File: src/hw/l2c_cmp_params.svh
// Fixed for a 16-way cache with 512 sets and a 33-bit line address
`ifndef L2C_CMP_PARAMS_SVH
`define L2C_CMP_PARAMS_SVH

// ============================
// Cache geometry
// ============================
`define L2C_WAYS          16
`define L2C_WAY_IDX_W     4
`define L2C_ADDR_W        33

// Tag and status RAM index from the low address bits
`define L2C_TAG_INDEX_W   9

// Data RAM index is way number over the tag index
`define L2C_DATA_INDEX_W  13

// ============================
// Request and status fields
// ============================
`define L2C_SID_W         5

// Valid, shared, dirty, pend
`define L2C_STATUS_W      4

`endif
File: src/hw/l2c_cmp_pkg.sv
// Types of the compare stage, the params header must be on the include path
`default_nettype none

`include "l2c_cmp_params.svh"

package l2c_cmp_pkg;

  typedef logic [`L2C_WAYS-1:0]                 way_vec_t;
  typedef logic [`L2C_WAY_IDX_W-1:0]            way_idx_t;
  typedef logic [`L2C_ADDR_W-1:0]               l2_addr_t;
  typedef logic [`L2C_TAG_INDEX_W-1:0]          tag_index_t;
  typedef logic [`L2C_DATA_INDEX_W-1:0]         data_index_t;
  typedef logic [`L2C_SID_W-1:0]                sid_t;
  // Bit 3 valid, bit 2 shared, bit 1 dirty, bit 0 pend
  typedef logic [`L2C_STATUS_W-1:0]             status_t;
  // Way n sits in bits 4n+3..4n
  typedef logic [`L2C_WAYS*`L2C_STATUS_W-1:0]   status_vec_t;
  // Hit, shared, dirty
  typedef logic [2:0]                           resp_t;

  typedef enum logic [3:0] {
    OP_NOP,
    OP_READ,
    OP_WRITE_SD,
    OP_WRITE_SC,
    OP_WRITE_UC,
    OP_WRITE_UD,
    OP_CLN,
    OP_ICLN,
    OP_INV,
    OP_UNIQUE,
    OP_SHARED
  } cmp_op_t;

  // Any of the four write kinds
  function automatic logic op_is_write(cmp_op_t op);
    return op inside {OP_WRITE_SD, OP_WRITE_SC, OP_WRITE_UC, OP_WRITE_UD};
  endfunction

endpackage

`default_nettype wire

File: src/hw/l2c_cmp_top.sv
// Compare stage top, hit vectors and status words come from the lookup one stage earlier
`timescale 1ns/1ps
`default_nettype none

module l2c_cmp_top
  import l2c_cmp_pkg::*;
(
  input  wire              l2c_clk,
  input  wire              cpurst_b,
  // Upstream request
  input  wire              ttecc_vld,
  input  wire l2_addr_t    ttecc_addr,
  input  wire sid_t        ttecc_sid,
  input  wire cmp_op_t     ttecc_op,
  // Lookup results aligned with the stage
  input  wire way_vec_t    cmp_way_v_hit,
  input  wire way_vec_t    cmp_way_vd_hit,
  input  wire way_vec_t    cmp_way_vs_hit,
  input  wire way_vec_t    cmp_way_vu_hit,
  input  wire way_vec_t    cmp_refill_ptr,
  input  wire status_vec_t way_status_dout,
  // RAM and write buffer state
  input  wire              tag_ram_idle,
  input  wire              data_ram_idle,
  input  wire              cmp_data_vld,
  // Stage state
  output wire              cmp_stage_vld,
  output wire              cmp_stage_stall,
  output wire              cmp_req_vld,
  // Tag and status RAM
  output wire              cmp_tag_cen,
  output wire way_vec_t    cmp_tag_wen,
  output wire tag_index_t  cmp_tag_index,
  output wire              cmp_dirty_cen,
  output wire way_vec_t    cmp_dirty_way,
  output wire status_t     cmp_dirty_wen,
  output wire status_t     cmp_dirty_din,
  // Data RAM
  output wire              cmp_data_req,
  output wire              cmp_data_wen,
  output wire data_index_t cmp_data_index,
  // Response FIFO
  output wire              cmp_rfifo_create,
  output wire sid_t        cmp_rfifo_sid,
  output wire resp_t       cmp_rfifo_resp
);

  wire           cmp_stage_load;
  wire l2_addr_t cmp_stage_addr;
  wire sid_t     cmp_stage_sid;
  wire cmp_op_t  cmp_stage_op;
  wire           cmp_stall_by_data;
  wire           cmp_cache_hit;
  wire           cmp_hit_dirty;
  wire           cmp_hit_shared;
  wire           cmp_hit_unique;
  wire way_vec_t cmp_way_ptr;

  // ============================
  // Stage register
  // ============================
  cmp_stage_reg u_stage (
    .l2c_clk           (l2c_clk),
    .cpurst_b          (cpurst_b),
    .ttecc_vld         (ttecc_vld),
    .ttecc_addr        (ttecc_addr),
    .ttecc_sid         (ttecc_sid),
    .ttecc_op          (ttecc_op),
    .cmp_stall_by_data (cmp_stall_by_data),
    .cmp_req_vld       (cmp_req_vld),
    .tag_ram_idle      (tag_ram_idle),
    .cmp_stage_vld     (cmp_stage_vld),
    .cmp_stage_stall   (cmp_stage_stall),
    .cmp_stage_load    (cmp_stage_load),
    .cmp_stage_addr    (cmp_stage_addr),
    .cmp_stage_sid     (cmp_stage_sid),
    .cmp_stage_op      (cmp_stage_op)
  );

  // ============================
  // Decode units
  // ============================
  cmp_status_update u_status (
    .cmp_stage_vld     (cmp_stage_vld),
    .cmp_stage_op      (cmp_stage_op),
    .cmp_stage_addr    (cmp_stage_addr),
    .cmp_way_v_hit     (cmp_way_v_hit),
    .cmp_way_vd_hit    (cmp_way_vd_hit),
    .cmp_way_vs_hit    (cmp_way_vs_hit),
    .cmp_way_vu_hit    (cmp_way_vu_hit),
    .cmp_refill_ptr    (cmp_refill_ptr),
    .way_status_dout   (way_status_dout),
    .cmp_stall_by_data (cmp_stall_by_data),
    .cmp_cache_hit     (cmp_cache_hit),
    .cmp_hit_dirty     (cmp_hit_dirty),
    .cmp_hit_shared    (cmp_hit_shared),
    .cmp_hit_unique    (cmp_hit_unique),
    .cmp_way_ptr       (cmp_way_ptr),
    .cmp_req_vld       (cmp_req_vld),
    .cmp_tag_cen       (cmp_tag_cen),
    .cmp_tag_wen       (cmp_tag_wen),
    .cmp_tag_index     (cmp_tag_index),
    .cmp_dirty_cen     (cmp_dirty_cen),
    .cmp_dirty_way     (cmp_dirty_way),
    .cmp_dirty_wen     (cmp_dirty_wen),
    .cmp_dirty_din     (cmp_dirty_din)
  );

  cmp_data_req u_data (
    .l2c_clk           (l2c_clk),
    .cpurst_b          (cpurst_b),
    .cmp_stage_vld     (cmp_stage_vld),
    .cmp_stage_load    (cmp_stage_load),
    .cmp_stage_op      (cmp_stage_op),
    .cmp_stage_addr    (cmp_stage_addr),
    .cmp_cache_hit     (cmp_cache_hit),
    .cmp_hit_dirty     (cmp_hit_dirty),
    .cmp_way_ptr       (cmp_way_ptr),
    .cmp_data_vld      (cmp_data_vld),
    .data_ram_idle     (data_ram_idle),
    .cmp_data_req      (cmp_data_req),
    .cmp_data_wen      (cmp_data_wen),
    .cmp_data_index    (cmp_data_index),
    .cmp_stall_by_data (cmp_stall_by_data)
  );

  cmp_rfifo_resp u_rfifo (
    .cmp_stage_vld     (cmp_stage_vld),
    .cmp_stage_stall   (cmp_stage_stall),
    .cmp_stage_op      (cmp_stage_op),
    .cmp_stage_sid     (cmp_stage_sid),
    .cmp_cache_hit     (cmp_cache_hit),
    .cmp_hit_dirty     (cmp_hit_dirty),
    .cmp_hit_shared    (cmp_hit_shared),
    .cmp_hit_unique    (cmp_hit_unique),
    .cmp_stall_by_data (cmp_stall_by_data),
    .cmp_data_vld      (cmp_data_vld),
    .tag_ram_idle      (tag_ram_idle),
    .cmp_rfifo_create  (cmp_rfifo_create),
    .cmp_rfifo_sid     (cmp_rfifo_sid),
    .cmp_rfifo_resp    (cmp_rfifo_resp)
  );

endmodule

`default_nettype wire

File: src/hw/cmp_rfifo_resp.sv
// Creates at most one response entry per request, in its last stage cycle
`timescale 1ns/1ps
`default_nettype none

module cmp_rfifo_resp
  import l2c_cmp_pkg::*;
(
  input  wire          cmp_stage_vld,
  input  wire          cmp_stage_stall,
  input  wire cmp_op_t cmp_stage_op,
  input  wire sid_t    cmp_stage_sid,
  input  wire          cmp_cache_hit,
  input  wire          cmp_hit_dirty,
  input  wire          cmp_hit_shared,
  input  wire          cmp_hit_unique,
  input  wire          cmp_stall_by_data,
  input  wire          cmp_data_vld,
  input  wire          tag_ram_idle,
  output logic         cmp_rfifo_create,
  output sid_t         cmp_rfifo_sid,
  output resp_t        cmp_rfifo_resp
);

  logic op_create;

  // ============================
  // Create conditions per op
  // ============================
  // Read hits and dirty cleans answer from the data path instead
  always_comb
  begin
    case (cmp_stage_op)
      OP_READ:
        op_create = ~cmp_cache_hit;
      OP_WRITE_SD, OP_WRITE_SC, OP_WRITE_UC, OP_WRITE_UD:
        op_create = cmp_data_vld & tag_ram_idle & ~cmp_stall_by_data;
      OP_CLN:
        op_create = ~cmp_cache_hit | ~cmp_hit_dirty;
      OP_ICLN:
        op_create = ~cmp_cache_hit | (~cmp_hit_dirty & tag_ram_idle);
      OP_INV:
        op_create = ~cmp_cache_hit | tag_ram_idle;
      OP_UNIQUE:
        op_create = ~cmp_hit_shared | tag_ram_idle;
      OP_SHARED:
        op_create = ~cmp_hit_unique | tag_ram_idle;
      default:
        op_create = 1'b0;
    endcase
  end

  assign cmp_rfifo_create = cmp_stage_vld & ~cmp_stage_stall & op_create;

  // ============================
  // Entry payload
  // ============================
  assign cmp_rfifo_sid  = cmp_stage_sid;
  assign cmp_rfifo_resp = {cmp_cache_hit, cmp_hit_shared, cmp_hit_dirty};

endmodule

`default_nettype wire

File: src/hw/cmp_data_req.sv
// One data RAM access per stage occupancy; the way pointer must be one-hot when it is used
`timescale 1ns/1ps
`default_nettype none

`include "l2c_cmp_params.svh"

module cmp_data_req
  import l2c_cmp_pkg::*;
(
  input  wire           l2c_clk,
  input  wire           cpurst_b,
  input  wire           cmp_stage_vld,
  input  wire           cmp_stage_load,
  input  wire cmp_op_t  cmp_stage_op,
  input  wire l2_addr_t cmp_stage_addr,
  input  wire           cmp_cache_hit,
  input  wire           cmp_hit_dirty,
  input  wire way_vec_t cmp_way_ptr,
  input  wire           cmp_data_vld,
  input  wire           data_ram_idle,
  output logic          cmp_data_req,
  output logic          cmp_data_wen,
  output data_index_t   cmp_data_index,
  output logic          cmp_stall_by_data
);

  logic     op_write;
  logic     data_rd;
  logic     data_wr;
  logic     data_issued;
  logic     stall_rd;
  logic     stall_wr;
  way_idx_t data_way;

  assign op_write = op_is_write(cmp_stage_op);

  // ============================
  // Data RAM request
  // ============================
  // Read hit, or a clean that must write back a dirty line
  assign data_rd = ((cmp_stage_op == OP_READ) & cmp_cache_hit) |
                   (((cmp_stage_op == OP_CLN) | (cmp_stage_op == OP_ICLN)) & cmp_hit_dirty);
  assign data_wr = op_write & cmp_data_vld;

  assign cmp_data_req = cmp_stage_vld & (data_rd | data_wr) & ~data_issued;
  assign cmp_data_wen = data_wr;

  // Set once the RAM took the request, cleared by the next request
  always_ff @(posedge l2c_clk or negedge cpurst_b)
  begin
    if (!cpurst_b)
      data_issued <= 1'b0;
    else if (cmp_stage_load)
      data_issued <= 1'b0;
    else if (cmp_data_req & data_ram_idle)
      data_issued <= 1'b1;
  end

  // ============================
  // Data index
  // ============================
  always_comb
  begin
    data_way = '0;
    for (int i = 0; i < `L2C_WAYS; i++)
    begin
      if (cmp_way_ptr[i])
        data_way = way_idx_t'(i);
    end
  end

  assign cmp_data_index = {data_way, cmp_stage_addr[`L2C_TAG_INDEX_W-1:0]};

  // ============================
  // Data back-pressure
  // ============================
  assign stall_rd = data_rd & ~data_ram_idle;
  // Writes also wait for the write data
  assign stall_wr = op_write & (~cmp_data_vld | ~data_ram_idle);

  assign cmp_stall_by_data = cmp_stage_vld & ~data_issued & (stall_rd | stall_wr);

  a_way_ptr_onehot: assert property (@(posedge l2c_clk) disable iff (!cpurst_b)
    cmp_data_req |-> $onehot0(cmp_way_ptr))
    else $error("data request with more than one way selected");

endmodule

`default_nettype wire

File: src/hw/cmp_status_update.sv
// Hit vectors and status words must be aligned with the stage; at most one way hits
`timescale 1ns/1ps
`default_nettype none

`include "l2c_cmp_params.svh"

module cmp_status_update
  import l2c_cmp_pkg::*;
(
  input  wire              cmp_stage_vld,
  input  wire cmp_op_t     cmp_stage_op,
  input  wire l2_addr_t    cmp_stage_addr,
  input  wire way_vec_t    cmp_way_v_hit,
  input  wire way_vec_t    cmp_way_vd_hit,
  input  wire way_vec_t    cmp_way_vs_hit,
  input  wire way_vec_t    cmp_way_vu_hit,
  input  wire way_vec_t    cmp_refill_ptr,
  input  wire status_vec_t way_status_dout,
  input  wire              cmp_stall_by_data,
  output logic             cmp_cache_hit,
  output logic             cmp_hit_dirty,
  output logic             cmp_hit_shared,
  output logic             cmp_hit_unique,
  output way_vec_t         cmp_way_ptr,
  output logic             cmp_req_vld,
  output logic             cmp_tag_cen,
  output way_vec_t         cmp_tag_wen,
  output tag_index_t       cmp_tag_index,
  output logic             cmp_dirty_cen,
  output way_vec_t         cmp_dirty_way,
  output status_t          cmp_dirty_wen,
  output status_t          cmp_dirty_din
);

  logic    op_write;
  logic    op_cln_any;
  logic    refill;
  logic    valid_clr;
  logic    dirty_set;
  logic    dirty_clr;
  logic    shared_set;
  logic    shared_clr;
  logic    pend_clr;
  logic    status_updt;
  status_t old_status;
  status_t set_bits;
  status_t clr_bits;

  // ============================
  // Hit reduction
  // ============================
  assign cmp_cache_hit  = |cmp_way_v_hit;
  assign cmp_hit_dirty  = |cmp_way_vd_hit;
  assign cmp_hit_shared = |cmp_way_vs_hit;
  assign cmp_hit_unique = |cmp_way_vu_hit;

  assign op_write   = op_is_write(cmp_stage_op);
  assign op_cln_any = (cmp_stage_op == OP_CLN) | (cmp_stage_op == OP_ICLN);

  // Write miss fills the victim way
  assign refill = op_write & ~cmp_cache_hit;

  // Refill way, otherwise the hit way
  assign cmp_way_ptr = refill ? cmp_refill_ptr : cmp_way_v_hit;

  // ============================
  // Status set and clear rules
  // ============================
  assign valid_clr  = ((cmp_stage_op == OP_INV) | (cmp_stage_op == OP_ICLN)) & cmp_cache_hit;

  assign dirty_set  = (cmp_stage_op == OP_WRITE_UD) | (cmp_stage_op == OP_WRITE_SD);
  assign dirty_clr  = (cmp_stage_op == OP_WRITE_UC) | (cmp_stage_op == OP_WRITE_SC) |
                      valid_clr | (op_cln_any & cmp_hit_dirty);

  // Downgrade of a unique line makes it shared
  assign shared_set = (cmp_stage_op == OP_WRITE_SD) | (cmp_stage_op == OP_WRITE_SC) |
                      ((cmp_stage_op == OP_SHARED) & cmp_hit_unique);
  assign shared_clr = (cmp_stage_op == OP_WRITE_UC) | (cmp_stage_op == OP_WRITE_UD) |
                      valid_clr | ((cmp_stage_op == OP_UNIQUE) & cmp_hit_shared);

  assign pend_clr   = refill;

  assign status_updt = op_write | valid_clr | (op_cln_any & cmp_hit_dirty) |
                       ((cmp_stage_op == OP_SHARED) & cmp_hit_unique) |
                       ((cmp_stage_op == OP_UNIQUE) & cmp_hit_shared);

  // ============================
  // Status merge
  // ============================
  // AND-OR mux of the selected way's old status
  always_comb
  begin
    old_status = '0;
    for (int i = 0; i < `L2C_WAYS; i++)
    begin
      if (cmp_way_ptr[i])
        old_status = old_status | way_status_dout[i*`L2C_STATUS_W +: `L2C_STATUS_W];
    end
  end

  assign set_bits = {refill, shared_set, dirty_set, 1'b0};
  assign clr_bits = {valid_clr, shared_clr, dirty_clr, pend_clr};

  // Refill writes a fresh word, everything else is read-modify-write
  assign cmp_dirty_din = refill ? set_bits : ((old_status | set_bits) & ~clr_bits);
  assign cmp_dirty_wen = refill ? '1 : (set_bits | clr_bits);

  // ============================
  // Tag and status RAM requests
  // ============================
  assign cmp_req_vld   = cmp_stage_vld & (refill | status_updt);

  // Hold off until the data side can go in the same cycle
  assign cmp_tag_cen   = cmp_stage_vld & refill & ~cmp_stall_by_data;
  assign cmp_dirty_cen = cmp_stage_vld & status_updt & ~cmp_stall_by_data;

  assign cmp_tag_wen   = cmp_refill_ptr & {`L2C_WAYS{refill}};
  assign cmp_dirty_way = cmp_way_ptr;
  assign cmp_tag_index = cmp_stage_addr[`L2C_TAG_INDEX_W-1:0];

endmodule

`default_nettype wire

File: src/hw/cmp_stage_reg.sv
// One request slot, held while the RAMs push back; upstream must hold ttecc_vld until accepted
`timescale 1ns/1ps
`default_nettype none

module cmp_stage_reg
  import l2c_cmp_pkg::*;
(
  input  wire           l2c_clk,
  input  wire           cpurst_b,
  input  wire           ttecc_vld,
  input  wire l2_addr_t ttecc_addr,
  input  wire sid_t     ttecc_sid,
  input  wire cmp_op_t  ttecc_op,
  input  wire           cmp_stall_by_data,
  input  wire           cmp_req_vld,
  input  wire           tag_ram_idle,
  output logic          cmp_stage_vld,
  output logic          cmp_stage_stall,
  output logic          cmp_stage_load,
  output l2_addr_t      cmp_stage_addr,
  output sid_t          cmp_stage_sid,
  output cmp_op_t       cmp_stage_op
);

  // ============================
  // Stall and acceptance
  // ============================
  // Tag and status may only be written together with the data access
  assign cmp_stage_stall = cmp_stage_vld &
                           (cmp_stall_by_data | (cmp_req_vld & ~tag_ram_idle));

  assign cmp_stage_load  = ttecc_vld & ~cmp_stage_stall;

  // ============================
  // Stage registers
  // ============================
  always_ff @(posedge l2c_clk or negedge cpurst_b)
  begin
    if (!cpurst_b)
      cmp_stage_vld <= 1'b0;
    else if (!cmp_stage_stall)
      cmp_stage_vld <= ttecc_vld;
  end

  // Payload only moves on acceptance
  always_ff @(posedge l2c_clk)
  begin
    if (cmp_stage_load)
    begin
      cmp_stage_addr <= ttecc_addr;
      cmp_stage_sid  <= ttecc_sid;
      cmp_stage_op   <= ttecc_op;
    end
  end

  // A refused request is presented again unchanged
  a_req_held: assert property (@(posedge l2c_clk) disable iff (!cpurst_b)
    ttecc_vld && !cmp_stage_load |=> ttecc_vld && $stable(ttecc_addr) &&
                                     $stable(ttecc_sid) && $stable(ttecc_op))
    else $error("request dropped or changed before acceptance");

endmodule

`default_nettype wire

File: config.mk
export PLATFORM = sky130hd
export DESIGN_NAME = l2c_cmp_top
export DESIGN_NICKNAME = d
export VERILOG_FILES = /design/src/hw/l2c_cmp_pkg.sv /design/src/hw/l2c_cmp_top.sv /design/src/hw/cmp_rfifo_resp.sv /design/src/hw/cmp_data_req.sv /design/src/hw/cmp_status_update.sv /design/src/hw/cmp_stage_reg.sv
export VERILOG_INCLUDE_DIRS = /design/src /design/src/hw
export SDC_FILE = /design/constraint.sdc
export NUM_CORES = 1
export LEC_CHECK = 0
export ABC_AREA = 1
export BUFFER_PORTS_ARGS = -buffer_cell sky130_fd_sc_hd__buf_4
export CORE_AREA = 3 3 104 106
export DETAILED_ROUTE_END_ITERATION = 8
export DIE_AREA = 0 0 107 109
export GPL_ROUTABILITY_DRIVEN = 0
export MAX_ROUTING_LAYER = met4
export PLACE_DENSITY = 0.61
export SLEW_MARGIN = 20
export SYNTH_ARGS = -nofsm -noshare
export SYNTH_HDL_FRONTEND = slang
export SYNTH_SLANG_ARGS = --single-unit
export TNS_END_PERCENT = 50
File: constraint.sdc
create_clock -name l2c_clk -period 2.6 [get_ports l2c_clk]
set_input_delay 0.13 -clock l2c_clk [delete_from_list [all_inputs] [get_ports l2c_clk]]
set_output_delay 0.13 -clock l2c_clk [all_outputs]
set_load 0.01 [all_outputs]
==> results of run 1 <==
==> per-layer routing <==
metal,global-route usage,vias to the layer above,wire length (microns)
met5,-,-,0
met4,0.01826,0,91
li1,-,1518,-
met1,0.1762,1385,3922
met3,0.03375,6,955
met2,0.3534,171,5884
==> logic make-up (layout without fill, tap and decap cells) <==
group / after synthesis / count (layout) / synth area share
compound gates: 42 / 42 / 0.1521
simple gates: 165 / 165 / 0.4115
flops: 20 / 20 / 0.2739
buf+inv: 74 / 332 / 0.1625
==> report_power, final <==
group	total, mW	switching [mW]	internal [mW]
combinational	0.717	0.324	0.393
sequential	0.428	0.0277	0.400
clock	0.227	0.0924	0.134
total	1.37	0.445	0.927
==> worst max-delay path, delay by kind of cell, from the launching register on <==
family,cells,cell delay [ps]
AND/OR/NAND/NOR,6,700
flip-flops,1,430
AO/OA/AOI/OAI,2,320
buffers and inverters,6,730
==> worst max-delay path by stage <==
stage               slack, ps  cells after the start                        end
global route             -160                     17         cmp_data_index[10]
detailed placement        120                     14           cmp_dirty_din[1]
global placement          120                     14           cmp_dirty_din[1]
CTS                       -50                     16           cmp_dirty_din[1]
floorplan                 480                     12  u_stage.cmp_stage_addr[0]
finish                     50                     14           cmp_dirty_din[0]
==> synthesized netlist by cell type (2+ instances only) <==
library cell / number
nor2_2: 15
a21oi_1: 6
o22ai_1: 2
nand3_2: 2
a22o_1: 24
nor2_4: 14
nand3_1: 16
nand4_1: 6
dfrtp_1: 2
nor3_1: 4
nand2_1: 60
edfxtp_1: 18
nor2_1: 23
a211oi_1: 3
buf_4: 13
inv_1: 48
inv_2: 11
nand2_2: 2
nor4_1: 18
==> through the flow <==
stage	worst slack, ps	hold slack, ps	power, mW	utilization	std cells
after detailed placement	117.6	-85.34	1.119	0.4159	670
after global placement	115.1	-87.30	1.114	0.4159	670
after global routing	-156.1	39.08	1.467	0.4467	692
after CTS	-52.01	47.34	1.357	0.4259	678
after floorplan	477.8	-165.6	0.7119	-	301
final	48.79	51.95	1.372	0.4467	692
==> layout make-up <==
type	count	area, sq um	share of cell area
clock buffers	4	55.05	0.01249
inverters	59	231.5	0.05253
well taps	133	166.4	0.03776
flip-flops and latches	20	590.6	0.1340
multi-input cells	207	1291	0.2930
repair buffers	269	2072	0.4702
==> sequential cells by signal, summed over array words and instances (netlist names) <==
register	count
u_data.data_issued	1
u_stage.cmp_stage_addr	9
u_stage.cmp_stage_op	4
u_stage.cmp_stage_sid	5
u_stage.cmp_stage_vld	1
==> repair_timing <==
item                                   CTS  global route
gates resized for setup                  2            23
endpoints found under the hold margin    2             0
buffers inserted                         3            12
setup endpoints to repair                3            23
cloned                                   0             2
pin swaps                                0             5
hold buffers                             1             0
==> flow_summary.json, run 1 <==
{
  "outcome": "finished, final reports clean",
  "die-area_sq_mm": 0.01166,
  "leakage_nw": 2.305,
  "syn_area_per_cell_sq_um": 7.162,
  "endpoint_kind": "primary output",
  "worst_path_largest_cell_delay_ps": 430,
  "final_hold_viol_count": 0,
  "reg2regPathDepth": 13,
  "final_area_sq_mm": 0.004407,
  "wl_per_cell_microns": 15.68,
  "crit_arrival_ps": 2420,
  "portBuffers": 245,
  "io_pins": 270,
  "hold_path.class": "in2reg",
  "final_antenna_net_count": 0,
  "reg2reg_to": "u_stage.cmp_stage_op[2]",
  "finalClockSkew_ps": 2.409,
  "drt-total-wl_microns": 10850,
  "synth_top_area_share": 0.2507,
  "area_growth_syn_to_layout_pct": 104.4,
  "dieWidth_microns": 107,
  "dr.first_iter.drc_count": 140,
  "dp_hpwl_microns": 9367,
  "clk_latency_ps": 250,
  "setup_tns_ps": 0,
  "setup_violations": 0,
  "layout_common_cells": "buf_4, nand2_1, inv_1",
  "slowest_stage": "edfxtp_1",
  "cp.required_ps": 2470,
  "clk_pin_slew_worst_paths_ps": 70,
  "post-synth-top-area-cell": "edfxtp_1",
  "synth_area_sq_mm": 0.002156,
  "row_count": 36,
  "path_cells": "inv_2 -> nand3_2 -> nand2_4 -> nand3_4 -> clkbuf_16 -> buf_4 -> nor2_4 -> nor2_4 -> inv_2 -> buf_4 -> a22o_1 -> nor4_2 -> a21oi_1 -> buf_4",
  "drc": 0,
  "grt_pass1_vias": 3075,
  "period_needed_ps": 2551,
  "slew_violations": 0,
  "synth_async_sr_flop_share": 0.1000,
  "grt_start_max_net_pins": 21,
  "final.period_utilization": 0.9812,
  "layout_commonest_cell": "buf_4",
  "synth_edf_count": 18,
  "worst_slew_pin_slew_ps": 325.0,
  "startpoint_type": "flop",
  "synth_ff_type": "edfxtp_1",
  "synth_cells": 301,
  "drive_above_1_share": 0.6029,
  "dr.pass1.iters": 6,
  "crit_type": "reg2out",
  "diodes": 0,
  "critical_path.max_fanout": 5,
  "track_usage": 0.1737,
  "antenna_found_initial": 0,
  "core_area_sq_mm": 0.009864,
  "cp-startpoint": "u_stage.cmp_stage_op[1]",
  "htreeDepth": 1,
  "yosys-top-cells-area": "edfxtp_1, nand2_1, a22o_1",
  "cts_sinks": 20,
  "cts_root_buf": "clkbuf_8",
  "worstHoldStart": "ttecc_addr[7]",
  "grt_pass1_wl_microns": 15350,
  "crit_top_cell": "buf_4",
  "max_freq_mhz": 392.0,
  "hold_end": "u_stage.cmp_stage_addr[7]",
  "placed_area_sq_mm": 0.004103,
  "fin_nets": 752,
  "cts_tree": "done",
  "peakVddDrop_mv": 0.3609,
  "viasPerCell": 4.451,
  "r2r_setup_slack_ps": 230,
  "vias": 3080,
  "ys_ff_latch": 20,
  "drv_cap": 0,
  "relSlewSlack": 0.7813,
  "holdPathStages": 1,
  "start_util": 0.2185,
  "rsz0062_at_grt": "true",
  "yosysWarnings": 0,
  "synth_cell_type_count": 33,
  "r2r_start": "u_stage.cmp_stage_op[2]",
  "grt_overflow_total": 0,
  "clk_path_buf_depth": 2,
  "die_h_microns": 109,
  "synth_nets": 493,
  "cts_buffers": 3,
  "n_fill_cell": 973,
  "power_density_mw_per_mm2": 311.4,
  "synth_seq_area_share": 0.2739
}
Power figures use the tool's default switching activity.
==> inputs of run 2 (changes only) <==
--- a/config.mk
+++ b/config.mk
@@ -8,12 +8,13 @@
 export LEC_CHECK = 0
 export ABC_AREA = 1
 export BUFFER_PORTS_ARGS = -buffer_cell sky130_fd_sc_hd__buf_4
-export CORE_AREA = 3 3 104 106
+export CORE_AREA = 3 3 102 104
+export CTS_BUF_LIST = sky130_fd_sc_hd__clkbuf_8
 export DETAILED_ROUTE_END_ITERATION = 8
-export DIE_AREA = 0 0 107 109
+export DIE_AREA = 0 0 105 107
 export GPL_ROUTABILITY_DRIVEN = 0
 export MAX_ROUTING_LAYER = met4
-export PLACE_DENSITY = 0.61
+export PLACE_DENSITY = 0.63
 export SLEW_MARGIN = 20
 export SYNTH_ARGS = -nofsm -noshare
 export SYNTH_HDL_FRONTEND = slang
==> run 2 against run 1 <==
Net effect:
- cell area down 0.48%
- clock-buffer cell count down 1
- worst setup slack better by 49 ps
- combinational power up 3%
- highest routed layer unchanged
==> flow_summary.json, run 2 (synthesized netlist as in run 1, its figures left out) <==
{
  "outcome": "finished, final reports clean",
  "grt_start_max_net_pins": 21,
  "cts_root_buf": "clkbuf_8",
  "worstHoldStart": "ttecc_addr[7]",
  "largest-register": "u_stage.cmp_stage_addr",
  "final_hold_viol_count": 0,
  "multi_input_area_sq_mm": 0.001301,
  "leakage_nw": 2.289,
  "pwr-share-clk": 0.143,
  "final.period_utilization": 0.9623,
  "core_area_sq_mm": 0.009639,
  "instances_no_fill": 689,
  "dieWidth_microns": 105,
  "drc": 0,
  "critical_path.top_delay_family": "simple AND/OR/NAND/NOR gates",
  "power_density_mw_per_mm2": 310.0,
  "cts_buffers": 3,
  "drt-total-wl_microns": 10990,
  "hold_path.class": "in2reg",
  "period_needed_ps": 2502,
  "max_freq_mhz": 399.7,
  "r2r_start": "u_stage.cmp_stage_op[2]",
  "track_usage": 0.1868,
  "drv_cap": 0,
  "viasPerCell": 4.530,
  "cp.depth": 14,
  "crit_type": "reg2out",
  "die-area_sq_mm": 0.01124,
  "worst_slew_pin_slew_ps": 346.3,
  "p_int_uw": 903.8,
  "n_fill_cell": 993,
  "largest_register_ffs": 9,
  "htreeDepth": 1,
  "endpoint_kind": "primary output",
  "cts_tree": "done",
  "io_pins": 270,
  "worst_path_largest_cell_delay_ps": 460,
  "critical_path.max_fanout": 10,
  "p_sw_frac": 0.3352,
  "clk_latency_ps": 250,
  "portBuffers": 245,
  "placed_area_sq_mm": 0.004113,
  "path_cells": "nor2_2 -> nand2_2 -> nand2_4 -> nand3_4 -> buf_12 -> nor2_2 -> nor2_4 -> inv_2 -> a22o_1 -> nor2_1 -> nand4_1 -> nor2_4 -> a21oi_2 -> buf_4",
  "grt_pass1_vias": 3279,
  "reg2regPathDepth": 13,
  "final_antenna_net_count": 0,
  "p_switching_uw": 455.8,
  "layout_commonest_cell": "buf_4",
  "grt_overflow_total": 0,
  "holdPathStages": 1,
  "worst-path-buf-inv": 3,
  "rsz0062_at_grt": "true",
  "row_count": 36,
  "dr.pass1.iters": 4,
  "peakVddDrop_mv": 0.4209,
  "dp_cells": 673,
  "fin_nets": 749,
  "wl_per_cell_microns": 15.95,
  "die_h_microns": 107,
  "grt_pass1_wl_microns": 16190,
  "clk_pin_slew_worst_paths_ps": 70,
  "clk_path_buf_depth": 2,
  "antenna_found_initial": 0,
  "final_area_sq_mm": 0.004385,
  "seq_power_share": 0.317,
  "layout_common_cells": "buf_4, nand2_1, inv_1",
  "diodes": 0,
  "relSlewSlack": 0.7670,
  "startpoint_type": "flop",
  "ff_latch_area_sq_um": 590.6,
  "reg.largest.list": "u_stage.cmp_stage_addr: 9 flops, u_stage.cmp_stage_sid: 5 flops, u_stage.cmp_stage_op: 4 flops",
  "finalClockSkew_ps": 1.559,
  "power_frac_comb": 0.540,
  "drive_above_1_share": 0.6097,
  "slew_violations": 0,
  "crit_arrival_ps": 2370,
  "cp-startpoint": "u_stage.cmp_stage_op[3]",
  "area_growth_syn_to_layout_pct": 103.4,
  "dr.first_iter.drc_count": 111,
  "cp.required_ps": 2470,
  "cts_sinks": 20,
  "setup_violations": 0,
  "dp_hpwl_microns": 9598,
  "setup_tns_ps": 0,
  "slowest_stage": "edfxtp_1",
  "power_mw": 1.360,
  "vias": 3121,
  "start_util": 0.2237
}
## run 2: cell types whose count changed in the layout (fill, tap and decap cells not counted), moves of 2 or more
cell,previous run,this run
buf_6,2,4
nor4_2,2,0
inv_2,13,18
nor2_4,15,17
buf_4,263,258
inv_1,43,41
nor4_1,16,18
nor2_1,20,17
## run 2: worst paths after layout
path                                              to  slack [ps]
setup / recovery                    cmp_dirty_din[2]         100
hold / removal             u_stage.cmp_stage_addr[7]          50
setup reg to reg            u_stage.cmp_stage_sid[2]         290
hold reg to reg                   u_data.data_issued         600
max in group asynchronous      u_stage.cmp_stage_vld        2320
min in group asynchronous         u_data.data_issued         200
## run 2: timing repair
item / CTS / global route
gates cloned: 0 / 2
pin swaps: 0 / 4
setup endpoints to repair: 4 / 28
endpoints found under the hold margin: 2 / 0
hold buffers: 1 / 0
resized for setup: 2 / 31
buffers inserted: 2 / 7
## run 2: routing by layer
metal | share of wire | up-vias | track usage | routed length, microns
met5 | 0 | - | - | 0
met3 | 0.092 | 19 | 0.03974 | 1014
met1 | 0.34 | 1393 | 0.1846 | 3749
met2 | 0.54 | 194 | 0.3694 | 5958
li1 | - | 1515 | - | -
met4 | 0.024 | 0 | 0.04780 | 265
## run 2: power by group through the flow
stage               registers [mW]  logic (mW)  clock network [mW]
global route                 0.437       0.801               0.210
finish                       0.431       0.735               0.194
global placement             0.435       0.678                   0
CTS                          0.429       0.697               0.200
detailed placement           0.436       0.686                   0
floorplan                    0.445       0.267                   0
## run 2: metrics by stage
stage	utilization	hold WS (ps)	setup WS, ps
floorplan	-	-165.6	477.8
global placement	0.4267	-86.91	187.4
detailed placement	0.4267	-86.36	153.0
CTS	0.4345	46.86	2.643
global route	0.4550	41.44	-101.2
finish	0.4550	51.83	98.08
## run 2: cell type report
class,count,area share
Inverter,59,0.05136
Clock buffer,3,0.009415
Timing Repair Buffer,266,0.4690
Multi-Input combinational cell,207,0.2967
Tap cell,133,0.03795
Sequential cell,20,0.1347
Clock inverter,1,0.0008559
==> inputs of run 3 (changes only) <==
--- a/config.mk
+++ b/config.mk
@@ -14,7 +14,7 @@
 export DIE_AREA = 0 0 105 107
 export GPL_ROUTABILITY_DRIVEN = 0
 export MAX_ROUTING_LAYER = met4
-export PLACE_DENSITY = 0.63
+export PLACE_DENSITY = 0.67
 export SLEW_MARGIN = 20
 export SYNTH_ARGS = -nofsm -noshare
 export SYNTH_HDL_FRONTEND = slang
==> run 3 against run 2 <==
Net effect:
- via count shrank 1.6%
- global-route usage shrank 0.32 points
- cell area shrank 1.9%
- clock power is essentially flat
- clock-buffer cell count is the same
- power shrank 1.7%
- worst hold slack lost 1.2 ps
- sequential power is essentially flat
- first-iteration DRC count shrank 16%
- highest routed layer unchanged
==> flow_summary.json, run 3 (synthesized netlist as in run 1, its figures left out) <==
{
  "outcome": "finished, final reports clean",
  "slowest_stage": "edfxtp_1",
  "crit_arrival_ps": 2410,
  "final_hold_viol_count": 0,
  "cts_sinks": 20,
  "holdWs_ps": 50.64,
  "critical_path.top_delay_family": "simple AND/OR/NAND/NOR gates",
  "largest-register": "u_stage.cmp_stage_addr",
  "rsz0062_at_grt": "true",
  "row_count": 36,
  "start_util": 0.2237,
  "worst_path_largest_cell_delay_ps": 460,
  "io_pins": 270,
  "endpoint_kind": "primary output",
  "cp.required_ps": 2470,
  "r2r_setup_slack_ps": 290,
  "clk_pin_slew_worst_paths_ps": 70,
  "setup_ws_ps": 63.99,
  "diodes": 0,
  "final_antenna_net_count": 0,
  "place_ws_ps": 172.2,
  "multi_input_area_sq_mm": 0.001279,
  "layout_commonest_cell": "buf_4",
  "dp_hpwl_microns": 9461,
  "relSlewSlack": 0.7660,
  "power_density_mw_per_mm2": 310.4,
  "peakVddDrop_mv": 0.3954,
  "fin_nets": 745,
  "drc": 0,
  "reg2regPathDepth": 13,
  "finalClockSkew_ps": 3.564,
  "startpoint_type": "flop",
  "max_freq_mhz": 394.3,
  "vias": 3070,
  "clk_latency_ps": 250,
  "worst-path-buf-inv": 4,
  "cts_buffers": 3,
  "dieWidth_microns": 105,
  "antenna_found_initial": 0,
  "grt_pass1_vias": 3152,
  "crit_type": "reg2out",
  "core_area_sq_mm": 0.009639,
  "setup_violations": 0,
  "largest_register_ffs": 9,
  "reg.largest.list": "u_stage.cmp_stage_addr: 9 flops, u_stage.cmp_stage_sid: 5 flops, u_stage.cmp_stage_op: 4 flops",
  "hold_path.class": "in2reg",
  "leakage_nw": 2.264,
  "die_h_microns": 107,
  "grt_pass1_wl_microns": 16070,
  "track_usage": 0.1835,
  "grt_overflow_total": 0,
  "cp.depth": 12,
  "worst_slew_pin_slew_ps": 347.8,
  "dr.pass1.iters": 4,
  "grt_start_max_net_pins": 19,
  "drive_above_1_share": 0.5924,
  "wl_per_cell_microns": 15.58,
  "ff_latch_area_sq_um": 590.6,
  "path_cells": "nand3_2 -> nand2_4 -> nand3_4 -> buf_12 -> nor2_4 -> nor2_4 -> inv_1 -> buf_4 -> a22o_1 -> nor4_2 -> a21oi_1 -> buf_4",
  "htreeDepth": 1,
  "layout_common_cells": "buf_4, nand2_1, inv_1",
  "portBuffers": 245,
  "viasPerCell": 4.482,
  "die-area_sq_mm": 0.01124,
  "area_growth_syn_to_layout_pct": 99.65,
  "holdPathStages": 1,
  "final.period_utilization": 0.9754,
  "period_needed_ps": 2536,
  "slew_violations": 0,
  "drv_cap": 0,
  "drt-total-wl_microns": 10670,
  "clk_path_buf_depth": 2,
  "dr.first_iter.drc_count": 93,
  "cts_tree": "done",
  "critical_path.max_fanout": 11,
  "cts_root_buf": "clkbuf_8",
  "n_fill_cell": 978
}
-- run 3: cell types whose count changed in the layout (fill, tap and decap cells not counted), moves of 2 or more --
cell and delta:
nor4_1 -3, nor4_2 +3, buf_6 -4, inv_1 +4, inv_2 -4, nor2_1 +3, nor2_4 -2
-- run 3: stage by stage --
stage | TNS, ps | instance area, sq um | instances | util | total power [mW]
global placement | 0 | 4125 | 673 | 0.4280 | 1.115
CTS | 0 | 4233 | 680 | 0.4391 | 1.334
global route | -255.4 | 4304 | 685 | 0.4465 | 1.434
finish | 0 | 4304 | 685 | 0.4465 | 1.336
detailed placement | 0 | 4125 | 673 | 0.4280 | 1.124
floorplan | 0 | 2156 | 301 | - | 0.7119
-- run 3: final timing paths --
path,end,start
max reg2reg,u_stage.cmp_stage_addr[1],u_stage.cmp_stage_op[2]
min in group asynchronous,u_stage.cmp_stage_vld,cpurst_b
min reg2reg,u_data.data_issued,u_data.data_issued
min,u_stage.cmp_stage_addr[4],ttecc_addr[4]
max in group asynchronous,u_data.data_issued,cpurst_b
max,cmp_dirty_din[0],u_stage.cmp_stage_op[2]
-- run 3: worst register-to-register path: stages, from the launching register on --
cell and delay (ps):
edfxtp_1 460, buf_4 180, nor2_1 130, inv_1 100
o22ai_1 180, nand2_1 90, nand2_1 90, inv_1 50
nand3_1 80, nand2_2 80, or2_4 250, nand3_1 110
inv_1 90, buf_12 160
-- run 3: layout make-up --
cell class | instances | share of cell area
tap | 133 | 0.03866
inverter | 59 | 0.05145
multi-input combinational | 207 | 0.2971
timing repair buffer | 262 | 0.4651
sequential | 20 | 0.1372
clock inverter | 1 | 0.0008721
clock buffer | 3 | 0.009593
-- run 3: repair_timing --
item | 4_1_cts | 5_1_grt
hold buffers | 1 | 0
setup endpoints to repair | 6 | 7
setup buffers | 2 | 5
pin swaps | 0 | 3
endpoints found under the hold margin | 2 | 0
resized for setup | 8 | 13
-- run 3: metal layers --
layer / up-vias / routed length (microns) / global-route usage
li1: 1506 / - / -
met1: 1377 / 3681 / 0.1847
met2: 179 / 5967 / 0.3740
met3: 8 / 920 / 0.03913
met4: 0 / 102 / 0.01593
met5: - / 0 / -
-- run 3: power breakdown --
| group | total (mW) | leakage, nW | switching (mW) | internal (mW) |
|---|---|---|---|---|
| registers | 0.429 | 0.198 | 0.0285 | 0.401 |
| clock network | 0.195 | 0.0231 | 0.0901 | 0.105 |
| logic | 0.712 | 2.04 | 0.325 | 0.387 |
